## src/include/core_settings.svh

```systemverilog
`ifndef CORE_SETTINGS_SVH
`define CORE_SETTINGS_SVH

// magnitude bits per ADC slice, sign travels separately
`define NADC 8

// time-interleaved slices in one frame
`define NTI 16

// order of the checked PRBS
`define NPRBS 7

// frames collected before a report is due
`define WINDOW_FRAMES 32

// credits the report receiver grants after reset
`define CREDITS_INIT 2

// width of the error and bit counters in a report
`define CNT_W 32

`endif

```

## src/design/adc_pkg.sv

```systemverilog
`include "core_settings.svh"

package adc_pkg;

    // raw magnitude out of one slice
    typedef logic [`NADC-1:0] adc_code_t;

    // one frame, slice 0 in the low position
    typedef adc_code_t [`NTI-1:0] adc_frame_t;

    // unfolded and offset-corrected value
    // two extra bits cover the sign and the offset subtraction
    typedef logic signed [`NADC+1:0] slice_val_t;

    // programmable offset and decision threshold
    typedef logic signed [`NADC:0] offset_t;
    typedef logic signed [`NADC:0] thresh_t;

endpackage

```

## src/design/prbs_pkg.sv

```systemverilog
`include "core_settings.svh"

package prbs_pkg;

    // channel enables for the error counters
    typedef logic [`NTI-1:0] chan_mask_t;

    // decided bits of one frame, slice 0 first in the stream
    typedef logic [`NTI-1:0] bits_t;

    // frames covered by one report
    typedef logic [15:0] frame_cnt_t;

    // error and bit counts
    typedef logic [`CNT_W-1:0] count_t;

    // PRBS7 recurrence, x^7 + x^6 + 1
    // each bit equals the xor of the bits 6 and 7 positions earlier
    localparam int TAP_A = 6;
    localparam int TAP_B = 7;

endpackage

```

## src/design/adc_slicer.sv

```systemverilog
`include "core_settings.svh"

module adc_slicer (
    input  wire logic               clk_adc,
    input  wire logic               rst_n_i,
    input  wire logic               frame_valid_i,
    input  wire adc_pkg::adc_frame_t adc_code_i,
    input  wire prbs_pkg::bits_t    adc_sign_i,
    input  wire adc_pkg::offset_t   offset_i,
    input  wire adc_pkg::thresh_t   thresh_i,
    output logic                    bits_valid_o,
    output prbs_pkg::bits_t         bits_o
);

    prbs_pkg::bits_t bits_d;

    genvar k;
    generate
        for (k = 0; k < `NTI; k = k + 1) begin : g_slice
            adc_pkg::slice_val_t mag;
            adc_pkg::slice_val_t unfolded;
            adc_pkg::slice_val_t corrected;

            // zero-extend the magnitude before it becomes signed
            assign mag = adc_pkg::slice_val_t'({2'b00, adc_code_i[k]});

            // sign bit set means a positive sample
            assign unfolded = adc_sign_i[k] ? mag : -mag;

            assign corrected = unfolded - offset_i;

            // strict compare, a value equal to the threshold decides 0
            assign bits_d[k] = (corrected > thresh_i);
        end
    endgenerate

    always_ff @(posedge clk_adc or negedge rst_n_i) begin
        if (!rst_n_i) begin
            bits_valid_o <= 1'b0;
        end else begin
            bits_valid_o <= frame_valid_i;
        end
    end

    // decided bits only move when a frame arrives
    always_ff @(posedge clk_adc) begin
        if (frame_valid_i) begin
            bits_o <= bits_d;
        end
    end

endmodule

```

## src/design/digital_core.sv

```systemverilog
module digital_core (
    input  wire logic                 clk_adc,
    input  wire logic                 rst_n_i,
    input  wire logic                 frame_valid_i,
    input  wire adc_pkg::adc_frame_t  adc_code_i,
    input  wire prbs_pkg::bits_t      adc_sign_i,
    input  wire adc_pkg::offset_t     offset_i,
    input  wire adc_pkg::thresh_t     thresh_i,
    input  wire prbs_pkg::chan_mask_t chan_sel_i,
    input  wire logic                 credit_i,
    output wire logic                 report_valid_o,
    output wire prbs_pkg::count_t     err_count_o,
    output wire prbs_pkg::count_t     bit_count_o,
    output wire prbs_pkg::frame_cnt_t frame_count_o
);

    // slicer to checker
    wire logic             bits_valid;
    wire prbs_pkg::bits_t  bits;

    // checker to report sender
    wire logic             cnt_valid;
    wire prbs_pkg::count_t frame_err;
    wire prbs_pkg::count_t frame_bits;

    adc_slicer slicer_i (
        .clk_adc       (clk_adc),
        .rst_n_i       (rst_n_i),
        .frame_valid_i (frame_valid_i),
        .adc_code_i    (adc_code_i),
        .adc_sign_i    (adc_sign_i),
        .offset_i      (offset_i),
        .thresh_i      (thresh_i),
        .bits_valid_o  (bits_valid),
        .bits_o        (bits)
    );

    prbs_checker checker_i (
        .clk_adc      (clk_adc),
        .rst_n_i      (rst_n_i),
        .bits_valid_i (bits_valid),
        .bits_i       (bits),
        .chan_sel_i   (chan_sel_i),
        .cnt_valid_o  (cnt_valid),
        .frame_err_o  (frame_err),
        .frame_bits_o (frame_bits)
    );

    err_report_sender sender_i (
        .clk_adc        (clk_adc),
        .rst_n_i        (rst_n_i),
        .cnt_valid_i    (cnt_valid),
        .frame_err_i    (frame_err),
        .frame_bits_i   (frame_bits),
        .credit_i       (credit_i),
        .report_valid_o (report_valid_o),
        .err_count_o    (err_count_o),
        .bit_count_o    (bit_count_o),
        .frame_count_o  (frame_count_o)
    );

endmodule

```

## src/design/err_report_sender.sv

```systemverilog
`include "core_settings.svh"

module err_report_sender (
    input  wire logic             clk_adc,
    input  wire logic             rst_n_i,
    input  wire logic             cnt_valid_i,
    input  wire prbs_pkg::count_t frame_err_i,
    input  wire prbs_pkg::count_t frame_bits_i,
    input  wire logic             credit_i,
    output logic                  report_valid_o,
    output prbs_pkg::count_t      err_count_o,
    output prbs_pkg::count_t      bit_count_o,
    output prbs_pkg::frame_cnt_t  frame_count_o
);

    // one spare code so an excess credit return is visible
    localparam int CRED_W = $clog2(`CREDITS_INIT + 1) + 1;

    prbs_pkg::count_t     err_sum;
    prbs_pkg::count_t     bit_sum;
    prbs_pkg::frame_cnt_t frame_sum;
    logic [CRED_W-1:0]    credits;

    // sums including a frame arriving this cycle
    prbs_pkg::count_t     err_next;
    prbs_pkg::count_t     bit_next;
    prbs_pkg::frame_cnt_t frame_next;

    logic due;
    logic send;

    assign err_next   = err_sum + (cnt_valid_i ? frame_err_i : '0);
    assign bit_next   = bit_sum + (cnt_valid_i ? frame_bits_i : '0);
    assign frame_next = frame_sum + prbs_pkg::frame_cnt_t'(cnt_valid_i);

    // without credits the window keeps growing past its length
    assign due  = (frame_next >= prbs_pkg::frame_cnt_t'(`WINDOW_FRAMES));
    assign send = due && (credits != '0);

    always_ff @(posedge clk_adc or negedge rst_n_i) begin
        if (!rst_n_i) begin
            err_sum        <= '0;
            bit_sum        <= '0;
            frame_sum      <= '0;
            credits        <= CRED_W'(`CREDITS_INIT);
            report_valid_o <= 1'b0;
        end else begin
            report_valid_o <= send;
            if (send) begin
                err_sum   <= '0;
                bit_sum   <= '0;
                frame_sum <= '0;
            end else begin
                err_sum   <= err_next;
                bit_sum   <= bit_next;
                frame_sum <= frame_next;
            end
            // spend and return in one cycle cancel out
            case ({send, credit_i})
                2'b10:   credits <= credits - 1'b1;
                2'b01:   credits <= credits + 1'b1;
                default: credits <= credits;
            endcase
        end
    end

    // report payload, held until the next send
    always_ff @(posedge clk_adc) begin
        if (send) begin
            err_count_o   <= err_next;
            bit_count_o   <= bit_next;
            frame_count_o <= frame_next;
        end
    end

    // receiver returns at most what it was sent
    credit_bound_a: assert property (@(posedge clk_adc) disable iff (!rst_n_i)
        credits <= CRED_W'(`CREDITS_INIT));

    // every report was backed by a credit the cycle before
    report_credit_a: assert property (@(posedge clk_adc) disable iff (!rst_n_i)
        report_valid_o |-> ($past(credits) != '0));

endmodule

```

## src/design/prbs_checker.sv

```systemverilog
`include "core_settings.svh"

module prbs_checker (
    input  wire logic                clk_adc,
    input  wire logic                rst_n_i,
    input  wire logic                bits_valid_i,
    input  wire prbs_pkg::bits_t     bits_i,
    input  wire prbs_pkg::chan_mask_t chan_sel_i,
    output logic                     cnt_valid_o,
    output prbs_pkg::count_t         frame_err_o,
    output prbs_pkg::count_t         frame_bits_o
);

    // last NPRBS bits of the previous frame, most recent in the top position
    logic [`NPRBS-1:0] hist;

    // set once the history holds a full frame's tail
    logic primed;

    // previous tail below the current frame, stream order from bit 0 up
    logic [`NTI+`NPRBS-1:0] stream;

    prbs_pkg::bits_t  predict;
    prbs_pkg::bits_t  err_vec;
    prbs_pkg::count_t err_sum;
    prbs_pkg::count_t bit_sum;

    assign stream = {bits_i, hist};

    genvar k;
    generate
        for (k = 0; k < `NTI; k = k + 1) begin : g_pred
            // slice k sits at NPRBS+k in the stream
            assign predict[k] = stream[`NPRBS + k - prbs_pkg::TAP_A]
                              ^ stream[`NPRBS + k - prbs_pkg::TAP_B];
        end
    endgenerate

    assign err_vec = bits_i ^ predict;

    // masked population counts
    always_comb begin
        err_sum = '0;
        bit_sum = '0;
        for (int i = 0; i < `NTI; i++) begin
            if (chan_sel_i[i]) begin
                bit_sum = bit_sum + prbs_pkg::count_t'(1);
                if (err_vec[i]) begin
                    err_sum = err_sum + prbs_pkg::count_t'(1);
                end
            end
        end
    end

    always_ff @(posedge clk_adc or negedge rst_n_i) begin
        if (!rst_n_i) begin
            primed      <= 1'b0;
            cnt_valid_o <= 1'b0;
        end else begin
            // first frame after reset only fills the history
            cnt_valid_o <= bits_valid_i && primed;
            if (bits_valid_i) begin
                primed <= 1'b1;
            end
        end
    end

    // every bit enters the history, masked or not
    always_ff @(posedge clk_adc) begin
        if (bits_valid_i) begin
            hist         <= bits_i[`NTI-1:`NTI-`NPRBS];
            frame_err_o  <= err_sum;
            frame_bits_o <= bit_sum;
        end
    end

    // a masked error implies a counted bit on the same channel
    err_le_bits_a: assert property (@(posedge clk_adc) disable iff (!rst_n_i)
        cnt_valid_o |-> (frame_err_o <= frame_bits_o));

endmodule

```

## config.mk

```make
export PLATFORM = sky130hd
export DESIGN_NAME = digital_core
export DESIGN_NICKNAME = d
export VERILOG_FILES = /design/src/design/adc_pkg.sv /design/src/design/prbs_pkg.sv /design/src/design/adc_slicer.sv /design/src/design/digital_core.sv /design/src/design/err_report_sender.sv /design/src/design/prbs_checker.sv
export VERILOG_INCLUDE_DIRS = /design/src /design/src/include
export SDC_FILE = /design/constraint.sdc
export NUM_CORES = 1
export LEC_CHECK = 0
export BUFFER_PORTS_ARGS = -buffer_cell sky130_fd_sc_hd__buf_2
export CAP_MARGIN = 20
export CORE_UTILIZATION = 45
export CTS_BUF_LIST = sky130_fd_sc_hd__clkbuf_4 sky130_fd_sc_hd__clkbuf_8
export CTS_CLUSTER_SIZE = 30
export DETAILED_ROUTE_END_ITERATION = 12
export HOLD_SLACK_MARGIN = 0.12
export PLACE_DENSITY_LB_ADDON = 0.15
export RECOVER_POWER = 100
export SLEW_MARGIN = 20
export SYNTH_ARGS = -nofsm -noshare
export SYNTH_HDL_FRONTEND = slang
export SYNTH_SLANG_ARGS = --single-unit
```

## constraint.sdc

```tcl
create_clock -name clk_adc -period 8.6 [get_ports clk_adc]
set_clock_uncertainty 0.15 [all_clocks]
set_input_delay 1.72 -clock clk_adc [delete_from_list [all_inputs] [get_ports clk_adc]]
set_output_delay 1.72 -clock clk_adc [all_outputs]
set_load 0.01 [all_outputs]
```

---- Word level (Yosys, flattened, before mapping) ----
Cells that the tools add are included.
storage, ports and cells
  flip-flop bits (word level) ............. 254
  input port bits ......................... 182
  output and inout port bits .............. 81
  logic and storage cells ................. 192
cells by class
  add/subtract/negate cells ............... 67
  magnitude comparators ................... 17
  equal/unequal tests ..................... 2
  mux-type cells .......................... 70
  bitwise gates (word level) .............. 17
  reduce and logical (&&, ||, !) cells .... 4
operator list
  operator                                                                               count
  32-bit two-way mux                                                                     49
  32-bit by 1-bit adder with 32-bit output (second input constant)                       28
  10-bit by 9-bit greater-than comparator with 1-bit output                              16
  10-bit two-way mux                                                                     16
  8-bit negator with 10-bit output                                                       16
  10-bit by 9-bit subtractor with 10-bit output                                          16
  32-bit adder                                                                           2
  16-bit by 1-bit adder with 16-bit output                                               1
  16-bit by 6-bit greater-or-equal comparator with 1-bit output (second input constant)  1
  16-bit two-way mux                                                                     1
  1-bit bitwise XOR                                                                      16
  16-bit bitwise XOR                                                                     1
  3-bit one-hot mux with 2 select lines                                                  1
  1-bit by 1-bit adder with 2-bit output (second input constant)                         2
  3-bit by 1-bit adder with 3-bit output (second input constant)                         1
  1-bit two-way mux                                                                      3
  3-bit nonzero test                                                                     1
  3-bit by 1-bit subtractor with 3-bit output (second input constant)                    1
  2-bit by 1-bit equality test with 1-bit output (second input constant)                 1
  2-bit equality test (second input constant)                                            1
  1-bit logical AND                                                                      2
  2-bit nonzero test                                                                     1

---- Depth between registers and ports, before layout ----
Gate-level depths: netlist of the first run.
  depth after elaboration ................. 49
  gate-level depth with buffers ........... 48
  depth with buffers taken out ............ 48

---- Cells and area by module ----
A second synthesis of the first run with hierarchy kept.
unflattened totals
  cells, all modules ...................... 3111
  area, all modules ....................... 27794.2 µm²
modules (own cells, without submodules)
  module             times used  cells an instance  area an instance (µm²)  seq. area each (µm²)
  adc_slicer         1           1636               12864.8                 505.5
  err_report_sender  1           864                9322.7                  4505.6
  prbs_checker       1           611                5606.6                  1221.2

---- Worst setup path after synthesis of the first run ----
No wires, ideal clock.
  path type ............................... input to register
  start ................................... input port chan_sel_i[0]
  end ..................................... register checker_i.frame_err_o[5], data pin
  library setup time ...................... 263 ps
  arrival ................................. 9927 ps
  required time ........................... 8187 ps
  path slack .............................. -1740 ps
  stages on the path ...................... 45
  path buffers ............................ 0
  cell sequence ........................... and2_1 -> ha_1 -> and2_1 -> a31oi_4 -> inv_1 -> ha_1 -> and3_1 -> or2_2 -> ha_1 -> mux2_2 -> ha_1 -> nand3_1 -> nand2_1 -> ha_1 -> nor2_1 -> a31oi_1 -> ha_1 -> mux2i_1 -> (+9 left out) -> o21ai_0 -> inv_1 -> ha_1 -> nand2_1 -> o21ai_0 -> ha_1 -> mux2_2 -> ha_1 -> mux2_2 -> ha_1 -> nand2_1 -> nand2_1 -> ha_1 -> nand2_1 -> xor2_1 -> nor4b_1 -> nor3b_2 -> xor2_1
on the way
  longest elaborated chain between the ends .. 46
ends and longest elaborated chain
  item                                      line                text
  start: declaration                        digital_core.sv:9   input wire prbs_pkg::chan_mask_t chan_sel_i,
  1-bit two-way mux (*)                     prbs_checker.sv:46  if (chan_sel_i[i]) begin
  1-bit by 1-bit adder with 2-bit output    prbs_checker.sv:49  err_sum = err_sum + prbs_pkg::count_t'(1);
  32-bit two-way mux                        prbs_checker.sv:48  if (err_vec[i]) begin
  32-bit two-way mux (*)                    prbs_checker.sv:46
  32-bit by 1-bit adder with 32-bit output  prbs_checker.sv:49
  32-bit two-way mux                        prbs_checker.sv:48
  32-bit two-way mux (*)                    prbs_checker.sv:46
  32-bit by 1-bit adder with 32-bit output  prbs_checker.sv:49
  (+31 left out)                            --
  32-bit two-way mux (*)                    prbs_checker.sv:46
  32-bit by 1-bit adder with 32-bit output  prbs_checker.sv:49
  32-bit two-way mux                        prbs_checker.sv:48
  32-bit two-way mux (*)                    prbs_checker.sv:46
  32-bit by 1-bit adder with 32-bit output  prbs_checker.sv:49
  32-bit two-way mux                        prbs_checker.sv:48
  32-bit two-way mux (*)                    prbs_checker.sv:46
  via checker_i.err_sum[5]                  prbs_checker.sv:25  prbs_pkg::count_t err_sum;
  end signal: assignment                    prbs_checker.sv:72  frame_err_o <= err_sum;
  end: declaration                          prbs_checker.sv:10  output prbs_pkg::count_t frame_err_o,
Mark *: on every way through the listed nets, which the timed path passes. The rest lies on a longest branch.
A chain may end at the register's enable or synchronous reset.

---- Worst setup path after layout of the first run ----
Ends and elaborated chain as after synthesis.

==> impl_results.md, run 1 <==
* Period Utilization, post-route at 110%
* Detailed router's first-iteration violation count at 991
* HP Class: flop to flop
* FILL cells at 4986
* Slew HR at -144%
* First-pass GRT wire length at 103 mm
* Total negative setup slack at -5.24 ns
* Core area at 53900 sq um
* R2r startpoint: checker_i.hist[1]
* Number of flops mapped to enable cells by yosys at 135
* Critical path endpoint category: flop
* Layout area overhead at 18.5%
* Placer Congestion at 0.840
* Post-synthesis sequential area ratio at 25.3%
* Fin Hold WS at 0.311 ns
* DR WL/cell at 16.5 um
* Grt ovf at 0
* Die height at 236 um
* Synth Area per Inst at 8.95 sq um
* Initial Utilization at 45.7%
* Vias per cell at 5.39
* Clock sinks at 222
* Htree depth at 2
* Layout cells sized above 1 at 16.9%
* Worst path most repeated cell: ha_4
* Root Buffer: clkbuf_8
* Top FF cell, synth: edfxtp_1
* Via count at 21000
* Total wire length at 64.3 mm
* Worst Slack Setup Final at -0.820 ns
* Port Buffer Count at 262
* Post-synthesis instance total at 2753
* Yosys warns at 0
* Worst slew pin tran at 3.66 ns
* Worst-path clk slew at 0.06 ns
* Worst-case hold path end point: sender_i.credits[2]
* Arr. time, crit path at 9.56 ns
* All-Layer GR Usage at 22.5%
* Failing checks: capacitance limit, slew limit, setup timing
* Placed instance area at 27900 sq um
* Fin area at 29200 sq um
* Setup crit start kind: input pin
* CTS tree: yes
* Die X at 236 um
* Worst VDD drop at 530 uV
* CP max FO at 3
* # hold bufs at CTS at 0
* Final Max Tran Viols at 224
* Register-to-register setup slack at -0.53 ns
* Multi-input gate area at 18300 sq um
* Count of final hold-check violations at 0
* Dpl hpwl at 48.0 mm
* Synth Register Bits at 222
* Pwr Total at 10000 uW
* R2r worst-path depth at 46
* Reg2reg end: checker_i.frame_err_o[5]
* TritonRoute pass-1 iters at 5
* Total CTS buffers at 39
* Worst skew pair latency at 0.55 ns
* Hold path cells at 1
* Power density over the cells at 343 nW/um^2
* Row Count at 85
* Slowest cell on crit path: ha_1
* Largest net degree at the start of global routing at 74
* FMAX at 106 MHz
* Mapped cell area at 24600 sq um
* ANT nets after route at 0
* Die area at 55700 sq um
* RSZ-0062 raised after global routing: yes
* Sequential cell area at 6230 sq um
* Critical Path Max Stage Delay at 0.30 ns
* Period minus WS final at 9.42 ns
* Residual DRC at 0
* WS Path Type: input pin to flop
* LEAKAGE at 0.0136 uW
* Worst EP required at 8.74 ns
* Final nets at 3760
* Finish-stage setup viols at 11
* Netlist cell types at 81
* Post-Place Setup Slack at -1.41 ns
* Ports at 263
* Asr flop ratio synth at 39.2%
* Vias in the first global route at 20900
* Max Root-Sink Buffers at 3
* Initial antenna violation count at 3
* Status: complete, but fails checks
* Total of max-cap violations at 5
* HP Start: sender_i.credits[2]
==> where the power goes <==
group          switching (uW)  internal, uW
sequential                127          1540
combinational            3640          3680
clock                     439           600
==> worst max-delay path: cells and delay by family <==
family	cells	cell delay, ns
AO/OA/AOI/OAI	6	0.53
XOR/XNOR	3	0.58
adder cells (fa/ha/maj)	13	3.20
buffers and inverters	4	0.42
multiplexers	5	1.35
AND/OR/NAND/NOR	15	1.76
==> final cells by class <==
type | count | area share [%]
Multi-Input combinational cell | 2326 | 62.5
Clock inverter | 12 | 0.441
Antenna cell | 1 | 0.00856
Tap cell | 696 | 2.98
Clock buffer | 60 | 2.46
Inverter | 174 | 2.25
Timing Repair Buffer | 411 | 8.01
Sequential cell | 222 | 21.3
==> routing by layer <==
| layer | track usage [%] | vias up | wire (um) |
|---|---|---|---|
| li1 | - | 10600 | - |
| met1 | 28.8 | 9875 | 29100 |
| met2 | 40.2 | 501 | 31300 |
| met3 | 2.38 | 91 | 2570 |
| met4 | 6.14 | 4 | 1280 |
| met5 | 0 | - | 27 |
==> synthesized netlist by cell type (4+ instances only) <==
cell / number / area share, %
o21ai_0: 151 / 3.1
o21bai_1: 18 / 0.55
a21boi_0: 13 / 0.40
ha_1: 385 / 20
edfxtp_1: 135 / 16
xor2_1: 193 / 6.9
mux2i_1: 5 / 0.20
nor3_1: 98 / 2.0
nor2b_1: 108 / 2.7
o211ai_1: 4 / 0.12
dfrtp_1: 86 / 8.7
nor3b_1: 6 / 0.18
nand2b_1: 86 / 2.2
o22ai_1: 7 / 0.18
xor2_2: 5 / 0.33
xnor3_1: 10 / 0.91
mux2_2: 32 / 1.5
o31ai_1: 8 / 0.24
nand3b_1: 7 / 0.21
inv_1: 174 / 2.6
nand4_1: 29 / 0.74
xnor2_1: 187 / 6.6
a211oi_1: 4 / 0.12
or2_2: 6 / 0.15
a31oi_1: 33 / 0.84
and3_1: 22 / 0.56
xor3_1: 10 / 0.96
o21a_1: 12 / 0.37
a21o_1: 62 / 1.9
nand2_1: 158 / 2.4
a21oi_1: 188 / 3.8
or3_1: 6 / 0.15
o311ai_0: 14 / 0.50
nand3_1: 58 / 1.2
and2_1: 74 / 1.9
fa_1: 19 / 1.5
nor4_1: 4 / 0.10
clkbuf_1: 42 / 0.64
nor2_1: 227 / 3.5
==> state kept, by name, summed over array words and instances, names as in the netlist <==
name	cells
sender_i.bit_count_o	32
checker_i.primed	1
sender_i.frame_sum	16
sender_i.err_count_o	32
sender_i.credits	3
checker_i.hist	7
slicer_i.bits_o	16
sender_i.frame_count_o	16
sender_i.report_valid_o	1
checker_i.frame_err_o	16
slicer_i.bits_valid_o	1
sender_i.bit_sum	32
sender_i.err_sum	32
checker_i.cnt_valid_o	1
checker_i.frame_bits_o	16
==> layout by cell type, fill, tap and decap left out, types with 62 or more instances in the layout <==
cell and instances:
clkbuf_1 89, xor2_1 189, buf_2 177, a21o_1 62, edfxtp_1 135, buf_4 137, xnor2_1 181, ha_1 370
nand2_1 142, o21ai_0 144, dfrtp_1 86, nor2_1 223, a21oi_1 186, nand2b_1 86, nor2b_1 107, inv_1 169
nor3_1 96
==> worst max-delay path by stage <==
stage | from | cells past startpoint | slack [ns] | end
CTS | chan_sel_i[0] | 46 | -0.72 | checker_i.frame_err_o[7]
floorplan | chan_sel_i[0] | 45 | -1.04 | checker_i.frame_err_o[6]
detailed placement | chan_sel_i[0] | 46 | -1.41 | checker_i.frame_err_o[6]
global placement | chan_sel_i[0] | 46 | -1.27 | checker_i.frame_err_o[7]
finish | chan_sel_i[0] | 46 | -0.82 | checker_i.frame_err_o[5]
global route | chan_sel_i[0] | 46 | -1.14 | checker_i.frame_err_o[7]
==> what timing repair did <==
action                                  in CTS  in global routing
gates resized for setup                     30                 35
endpoints found under the setup margin      13                 13
pin swaps                                   29                 22
setup buffers                               33                  5
==> cell families after synthesis <==
| family | share of synthesized area (%) |
|---|---|
| fa+ha+maj | 21.1 |
| buf+inv | 3.40 |
| compound gates | 13.5 |
| xor+xnor | 16.4 |
| other cells | 0.0152 |
| flops | 25.3 |
| mux | 1.66 |
| simple gates | 18.6 |
==> through the flow <==
stage	utilization [%]	std cells
2_1_floorplan	-	2769
3_3_place_gp	51.7	3791
3_5_place_dp	51.7	3792
4_1_cts	54.0	3896
5_1_grt	54.2	3902
6_report	54.2	3902
Power figures use the tool's default switching activity.
==> run 2: changes to the inputs <==
- CORE_UTILIZATION: 45 -> 39
==> run 2 against run 1 <==
  * The flow still finishes with violations (capacitance limit, slew limit, setup timing)
  * Critical path type unchanged
  * Global-route usage fell by 2.4 points
  * Via count down 1.2%
  * Sequential share of layout area down 0.076 points
  * Die area is 15% higher
  * Design area rose by 0.36%
  * Count of clock-buffer cells in the layout fell by 4
  * Non-clock buffer count grew 4
  * Cell count is 3.6% higher
  * Largest power group unchanged
  * Register-to-register slack got worse by 0.03 ns
==> impl_results.md, run 2 (synthesis gave the netlist of run 1 again) <==
* Count of final hold-check violations at 0 (unchanged)
* Residual DRC at 0 (unchanged)
* Met2 WL at 32.7 mm (was 31.3 mm)
* Register-to-register setup slack at -0.56 ns (was -0.53 ns)
* Total CTS buffers at 37 (was 39)
* Family with the most delay on the worst path: adder cells (unchanged)
* Met3 WL at 1.98 mm (was 2.57 mm)
* Total of max-cap violations at 6 (was 5)
* Core area at 62100 sq um (was 53900 sq um)
* Clock sinks at 222 (unchanged)
* Slowest cell on crit path: ha_4 (was ha_1)
* RSZ-0062 raised after global routing: yes (unchanged)
* Final Max Tran Viols at 228 (was 224)
* HP Class: flop to flop (unchanged)
* Initial antenna violation count at 3 (unchanged)
* Worst VDD drop at 406 uV (was 530 uV)
* Vias in the first global route at 21200 (was 20900)
* TritonRoute pass-1 iters at 4 (was 5)
* Layout cells sized above 1 at 16.7% (was 16.9%)
* Row Count at 91 (was 85)
* Worst-case hold path end point: sender_i.credits[2] (unchanged)
* Layout Utilization at 47.3% (was 54.2%)
* HP Start: sender_i.credits[2] (unchanged)
* Period minus WS final at 9.45 ns (was 9.42 ns)
* Final nets at 3762 (was 3760)
* Ports at 263 (unchanged)
* First-pass GRT wire length at 104 mm (was 103 mm)
* Highest routed layer: met5 (unchanged)
* Die area at 64200 sq um (was 55700 sq um)
* Period Utilization, post-route at 110% (about the same)
* Worst-path clk slew at 0.06 ns (about the same)
* Root Buffer: clkbuf_8 (unchanged)
* M1 WL at 29.4 mm (was 29.1 mm)
* Setup crit start kind: input pin (unchanged)
* R2r startpoint: checker_i.hist[1] (unchanged)
* DR WL/cell at 16.2 um (was 16.5 um)
* Status: complete, but fails checks (unchanged)
* Arr. time, crit path at 9.57 ns (was 9.56 ns)
* All-Layer GR Usage at 20.1% (was 22.5%)
* Largest net degree at the start of global routing at 78 (was 74)
* LEAKAGE at 0.0135 uW (was 0.0136 uW)
* Worst Setup SP: chan_sel_i[0] (unchanged)
* Initial Utilization at 39.7% (was 45.7%)
* Max Root-Sink Buffers at 3 (unchanged)
* Worst path most repeated cell: ha_4 (unchanged)
* Post-Place Setup Slack at -1.53 ns (was -1.41 ns)
* Worst Slack Setup Final at -0.846 ns (was -0.820 ns)
* FMAX at 106 MHz (about the same)
* CP max FO at 3 (unchanged)
* Total negative setup slack at -5.31 ns (was -5.24 ns)
* Die X at 253 um (was 236 um)
* Critical path endpoint category: flop (unchanged)
* Hold path cells at 1 (unchanged)
* CTS tree: yes (unchanged)
* WS Path Type: input pin to flop (unchanged)
* Slew HR at -115% (was -144%)
* Power density over the cells at 338 nW/um^2 (was 343 nW/um^2)
* Vias per cell at 5.14 (was 5.39)
* Layout area overhead at 19.0% (was 18.5%)
* Worst EP required at 8.72 ns (was 8.74 ns)
* Commonest non-fill, non-tap cell in the layout: ha_1 (unchanged)
* Total wire length at 65.7 mm (was 64.3 mm)
* Non-Filler Instances at 4044 (was 3902)
* Finish-stage setup viols at 11 (unchanged)
* Critical Path Max Stage Delay at 0.31 ns (was 0.30 ns)
* Failing checks: capacitance limit, slew limit, setup timing (unchanged)
* Worst slew pin tran at 3.23 ns (was 3.66 ns)
* Htree depth at 2 (unchanged)
* Reg2reg end: checker_i.frame_err_o[5] (unchanged)
* Worst skew pair latency at 0.54 ns (was 0.55 ns)
* R2r worst-path depth at 46 (unchanged)
* Grt ovf at 0 (unchanged)
* Placer Congestion at 0.843 (was 0.840)
* Die height at 253 um (was 236 um)
* Post-Place Cells at 3937 (was 3792)
* Commonest non-fill, non-tap cells in the layout: ha_1, nor2_1, xor2_1 (unchanged)
* CP bufs+invs at 4 (unchanged)
* ANT nets after route at 0 (unchanged)
* Dpl hpwl at 49.4 mm (was 48.0 mm)
* Via count at 20800 (was 21000)
* Port Buffer Count at 262 (unchanged)
* Detailed router's first-iteration violation count at 709 (was 991)
* # hold bufs at CTS at 0 (unchanged)
* FILL cells at 5957 (was 4986)
run 2: power by group:
part           internal, uW  switching, uW  total (uW)
sequential             1540            130        1670
combinational          3730           3600        7330
clock                   504            423         927
total                  5770           4150        9920
run 2: area by class of cell:
| cell class | count | area, sq um | share of cell area [%] |
|---|---|---|---|
| timing repair buffer | 415 | 2390 | 8.14 |
| clock buffer | 56 | 671 | 2.29 |
| tap | 837 | 1050 | 3.57 |
| inverter | 174 | 657 | 2.24 |
| multi-input combinational | 2326 | 18300 | 62.3 |
| clock inverter | 12 | 68.8 | 0.235 |
| sequential | 222 | 6230 | 21.3 |
| antenna | 2 | 5.00 | 0.0171 |
run 2: worst register-to-register path, delay by kind of cell (launching register included):
kind,cells,cell delay [ns]
AOI/OAI and AO/OA,6,0.69
xor gates and xnor gates,4,1.05
adders and majority gates,13,3.14
buffers and inverters,3,0.37
DFF,1,0.41
muxes,5,1.31
and+or+nand+nor,15,1.80
run 2: what timing repair did:
item	in CTS	in global routing
pin swaps	14	17
gates cloned	0	0
endpoints found under the setup margin	13	13
gates resized for setup	28	30
buffers inserted	31	12
endpoints found under the hold margin	0	0
run 2: layer usage:
layer,track usage [%],vias to the layer above
li1,-,10600
met1,24.8,9725
met2,36.8,375
met3,1.81,116
met4,5.92,2
met5,0,-
run 2: worst max-delay path by stage:
stage | to | cells after the start
finish | checker_i.frame_err_o[5] | 46
global route | checker_i.frame_err_o[7] | 46
CTS | checker_i.frame_err_o[5] | 46
detailed placement | checker_i.frame_err_o[5] | 46
global placement | checker_i.frame_err_o[7] | 46
floorplan | checker_i.frame_err_o[6] | 45
run 2: stage by stage:
step	power, uW	instance area, sq um	hold WS [ns]
floorplan	6200	25000	0.280
global placement	8040	28100	0.293
detailed placement	8260	28100	0.301
CTS	9630	29200	0.311
global route	10900	29300	0.325
finish	9920	29300	0.312
==> run 3: changes to the inputs <==
- CTS_BUF_LIST: sky130_fd_sc_hd__clkbuf_4 sky130_fd_sc_hd__clkbuf_8 -> default
==> run 3 against run 2 <==
  * Largest cell class unchanged
  * The run still ends with capacitance limit, slew limit, setup timing left
  * Wire length is 0.18% lower
  * Die area stayed put
  * Global-route usage is 0.11 points lower
  * Hold slack worse by 0.00075 ns
  * Fmax is 0.95% higher
  * First-iteration DRC count is 9.2% higher
  * Highest routed layer unchanged
  * Clock power is 19% higher
  * Via count is 0.25% lower
==> impl_results.md, run 3 (synthesis gave the netlist of run 1 again) <==
* Worst slew pin tran at 3.19 ns (was 3.23 ns)
* Register-to-register setup slack at -0.45 ns (was -0.56 ns)
* Initial Utilization at 39.7% (unchanged)
* Sequential Power Share at 16.3% (was 16.8%)
* Worst-case hold path end point: sender_i.credits[2] (unchanged)
* Total wire length at 65.6 mm (was 65.7 mm)
* Total negative setup slack at -5.05 ns (was -5.31 ns)
* Period Utilization, post-route at 109% (was 110%)
* Die area at 64200 sq um (unchanged)
* Core area at 62100 sq um (unchanged)
* Ports at 263 (unchanged)
* Largest net degree at the start of global routing at 78 (unchanged)
* Worst path most repeated cell: ha_4 (unchanged)
* Worst EP required at 8.73 ns (was 8.72 ns)
* Clock group share of total power at 10.7% (was 9.3%)
* Arr. time, crit path at 9.49 ns (was 9.57 ns)
* Row Count at 91 (unchanged)
* Total of max-cap violations at 6 (unchanged)
* ANT nets after route at 0 (unchanged)
* WS Path Type: input pin to flop (unchanged)
* Sw Ratio at 41.0% (was 41.9%)
* Int Pwr at 6050 uW (was 5770 uW)
* Worst-path clk slew at 0.06 ns (about the same)
* Worst skew pair latency at 0.54 ns (about the same)
* Finish-stage setup viols at 11 (unchanged)
* Grt ovf at 0 (unchanged)
* P_sw at 4210 uW (was 4150 uW)
* Vias in the first global route at 21100 (was 21200)
* Vias per cell at 5.15 (was 5.14)
* Final nets at 3751 (was 3762)
* R2r worst-path depth at 46 (unchanged)
* RSZ-0062 raised after global routing: yes (unchanged)
* Total CTS buffers at 24 (was 37)
* Slew HR at -113% (was -115%)
* Die X at 253 um (unchanged)
* CTS tree: yes (unchanged)
* Detailed router's first-iteration violation count at 774 (was 709)
* Critical path endpoint category: flop (unchanged)
* Max Root-Sink Buffers at 3 (unchanged)
* Port Buffer Count at 262 (unchanged)
* HP Class: flop to flop (unchanged)
* Failing checks: capacitance limit, slew limit, setup timing (unchanged)
* Period minus WS final at 9.36 ns (was 9.45 ns)
* R2r startpoint: checker_i.hist[1] (unchanged)
* Count of final hold-check violations at 0 (unchanged)
* All-Layer GR Usage at 20.0% (was 20.1%)
* LEAKAGE at 0.0136 uW (was 0.0135 uW)
* CP bufs+invs at 4 (unchanged)
* Slowest cell on crit path: ha_4 (unchanged)
* Commonest non-fill, non-tap cells in the layout: ha_1, nor2_1, xor2_1 (unchanged)
* Die height at 253 um (unchanged)
* Family with the most delay on the worst path: adder cells (unchanged)
* HP Start: sender_i.credits[2] (unchanged)
* Htree depth at 1 (was 2)
* Fin area at 29500 sq um (was 29300 sq um)
* TritonRoute pass-1 iters at 7 (was 4)
* Residual DRC at 0 (unchanged)
* Clock sinks at 222 (unchanged)
* Final Max Tran Viols at 228 (unchanged)
* Commonest non-fill, non-tap cell in the layout: ha_1 (unchanged)
* First-pass GRT wire length at 104 mm (about the same)
* Power density over the cells at 348 nW/um^2 (was 338 nW/um^2)
* Setup crit start kind: input pin (unchanged)
* Critical Path Max Stage Delay at 0.31 ns (about the same)
* Hold path cells at 1 (unchanged)
* Initial antenna violation count at 4 (was 3)
* Reg2reg end: checker_i.frame_err_o[7] (was checker_i.frame_err_o[5])
* Placer Congestion at 0.843 (unchanged)
* CP max FO at 3 (unchanged)
* Status: complete, but fails checks (unchanged)
* Via count at 20700 (was 20800)
* Worst Slack Setup Final at -0.757 ns (was -0.846 ns)
* Layout area overhead at 19.6% (was 19.0%)
* Worst Setup SP: chan_sel_i[0] (unchanged)
* Layout cells sized above 1 at 16.1% (was 16.7%)
* FMAX at 107 MHz (was 106 MHz)
* Placed instance area at 28100 sq um (unchanged)
* Worst VDD drop at 356 uV (was 406 uV)
* Dpl hpwl at 49.4 mm (unchanged)
* DR WL/cell at 16.3 um (was 16.2 um)
* Logic pwr share at 73.0% (was 73.8%)
* Root Buffer: clkbuf_16 (was clkbuf_8)
[run 3: what timing repair did]
action	4_1_cts	5_1_grt
endpoints found under the setup margin	13	13
setup buffers	31	13
pin swaps	11	10
hold buffers	0	0
resized for setup	27	36
[run 3: layout make-up]
cell class | instances | area (sq um)
inverter | 174 | 657
multi-input combinational | 2326 | 18300
sequential | 222 | 6230
tap | 837 | 1050
fill | 5913 | 32600
clock inverter | 13 | 179
antenna | 1 | 2.50
clock buffer | 31 | 678
timing repair buffer | 417 | 2410
[run 3: metal layers]
layer  wire (um)  GRT usage (%)
met4        1490           5.56
met1       29200           24.7
met3        2130           1.75
met2       32700           36.7
met5          41              0
[run 3: worst max path at each step]
| stage | end | slack [ns] | cells past startpoint |
|---|---|---|---|
| 3_3_place_gp | checker_i.frame_err_o[7] | -1.29 | 46 |
| 4_1_cts | checker_i.frame_err_o[5] | -0.90 | 46 |
| 5_1_grt | checker_i.frame_err_o[7] | -1.10 | 46 |
| 2_1_floorplan | checker_i.frame_err_o[6] | -1.04 | 45 |
| 3_5_place_dp | checker_i.frame_err_o[5] | -1.53 | 46 |
| 6_report | checker_i.frame_err_o[7] | -0.76 | 46 |
[run 3: through the flow]
step	hold WS [ns]	power (uW)	instances	setup slack [ns]	utilization [%]
final	0.312	10300	4021	-0.757	47.5
after detailed placement	0.301	8260	3937	-1.53	45.3
after floorplan	0.280	6200	2769	-1.04	-
after global routing	0.324	11200	4021	-1.10	47.5
after global placement	0.293	8040	3936	-1.29	45.2
after CTS	0.311	9820	4011	-0.903	47.2
[run 3: power groups by stage]
stage | combinational, uW | clock [uW] | sequential, uW
after floorplan | 4510 | 0 | 1690
after global placement | 6360 | 0 | 1680
after detailed placement | 6570 | 0 | 1690
after CTS | 7020 | 1140 | 1670
after global routing | 8300 | 1170 | 1700
final | 7480 | 1100 | 1670
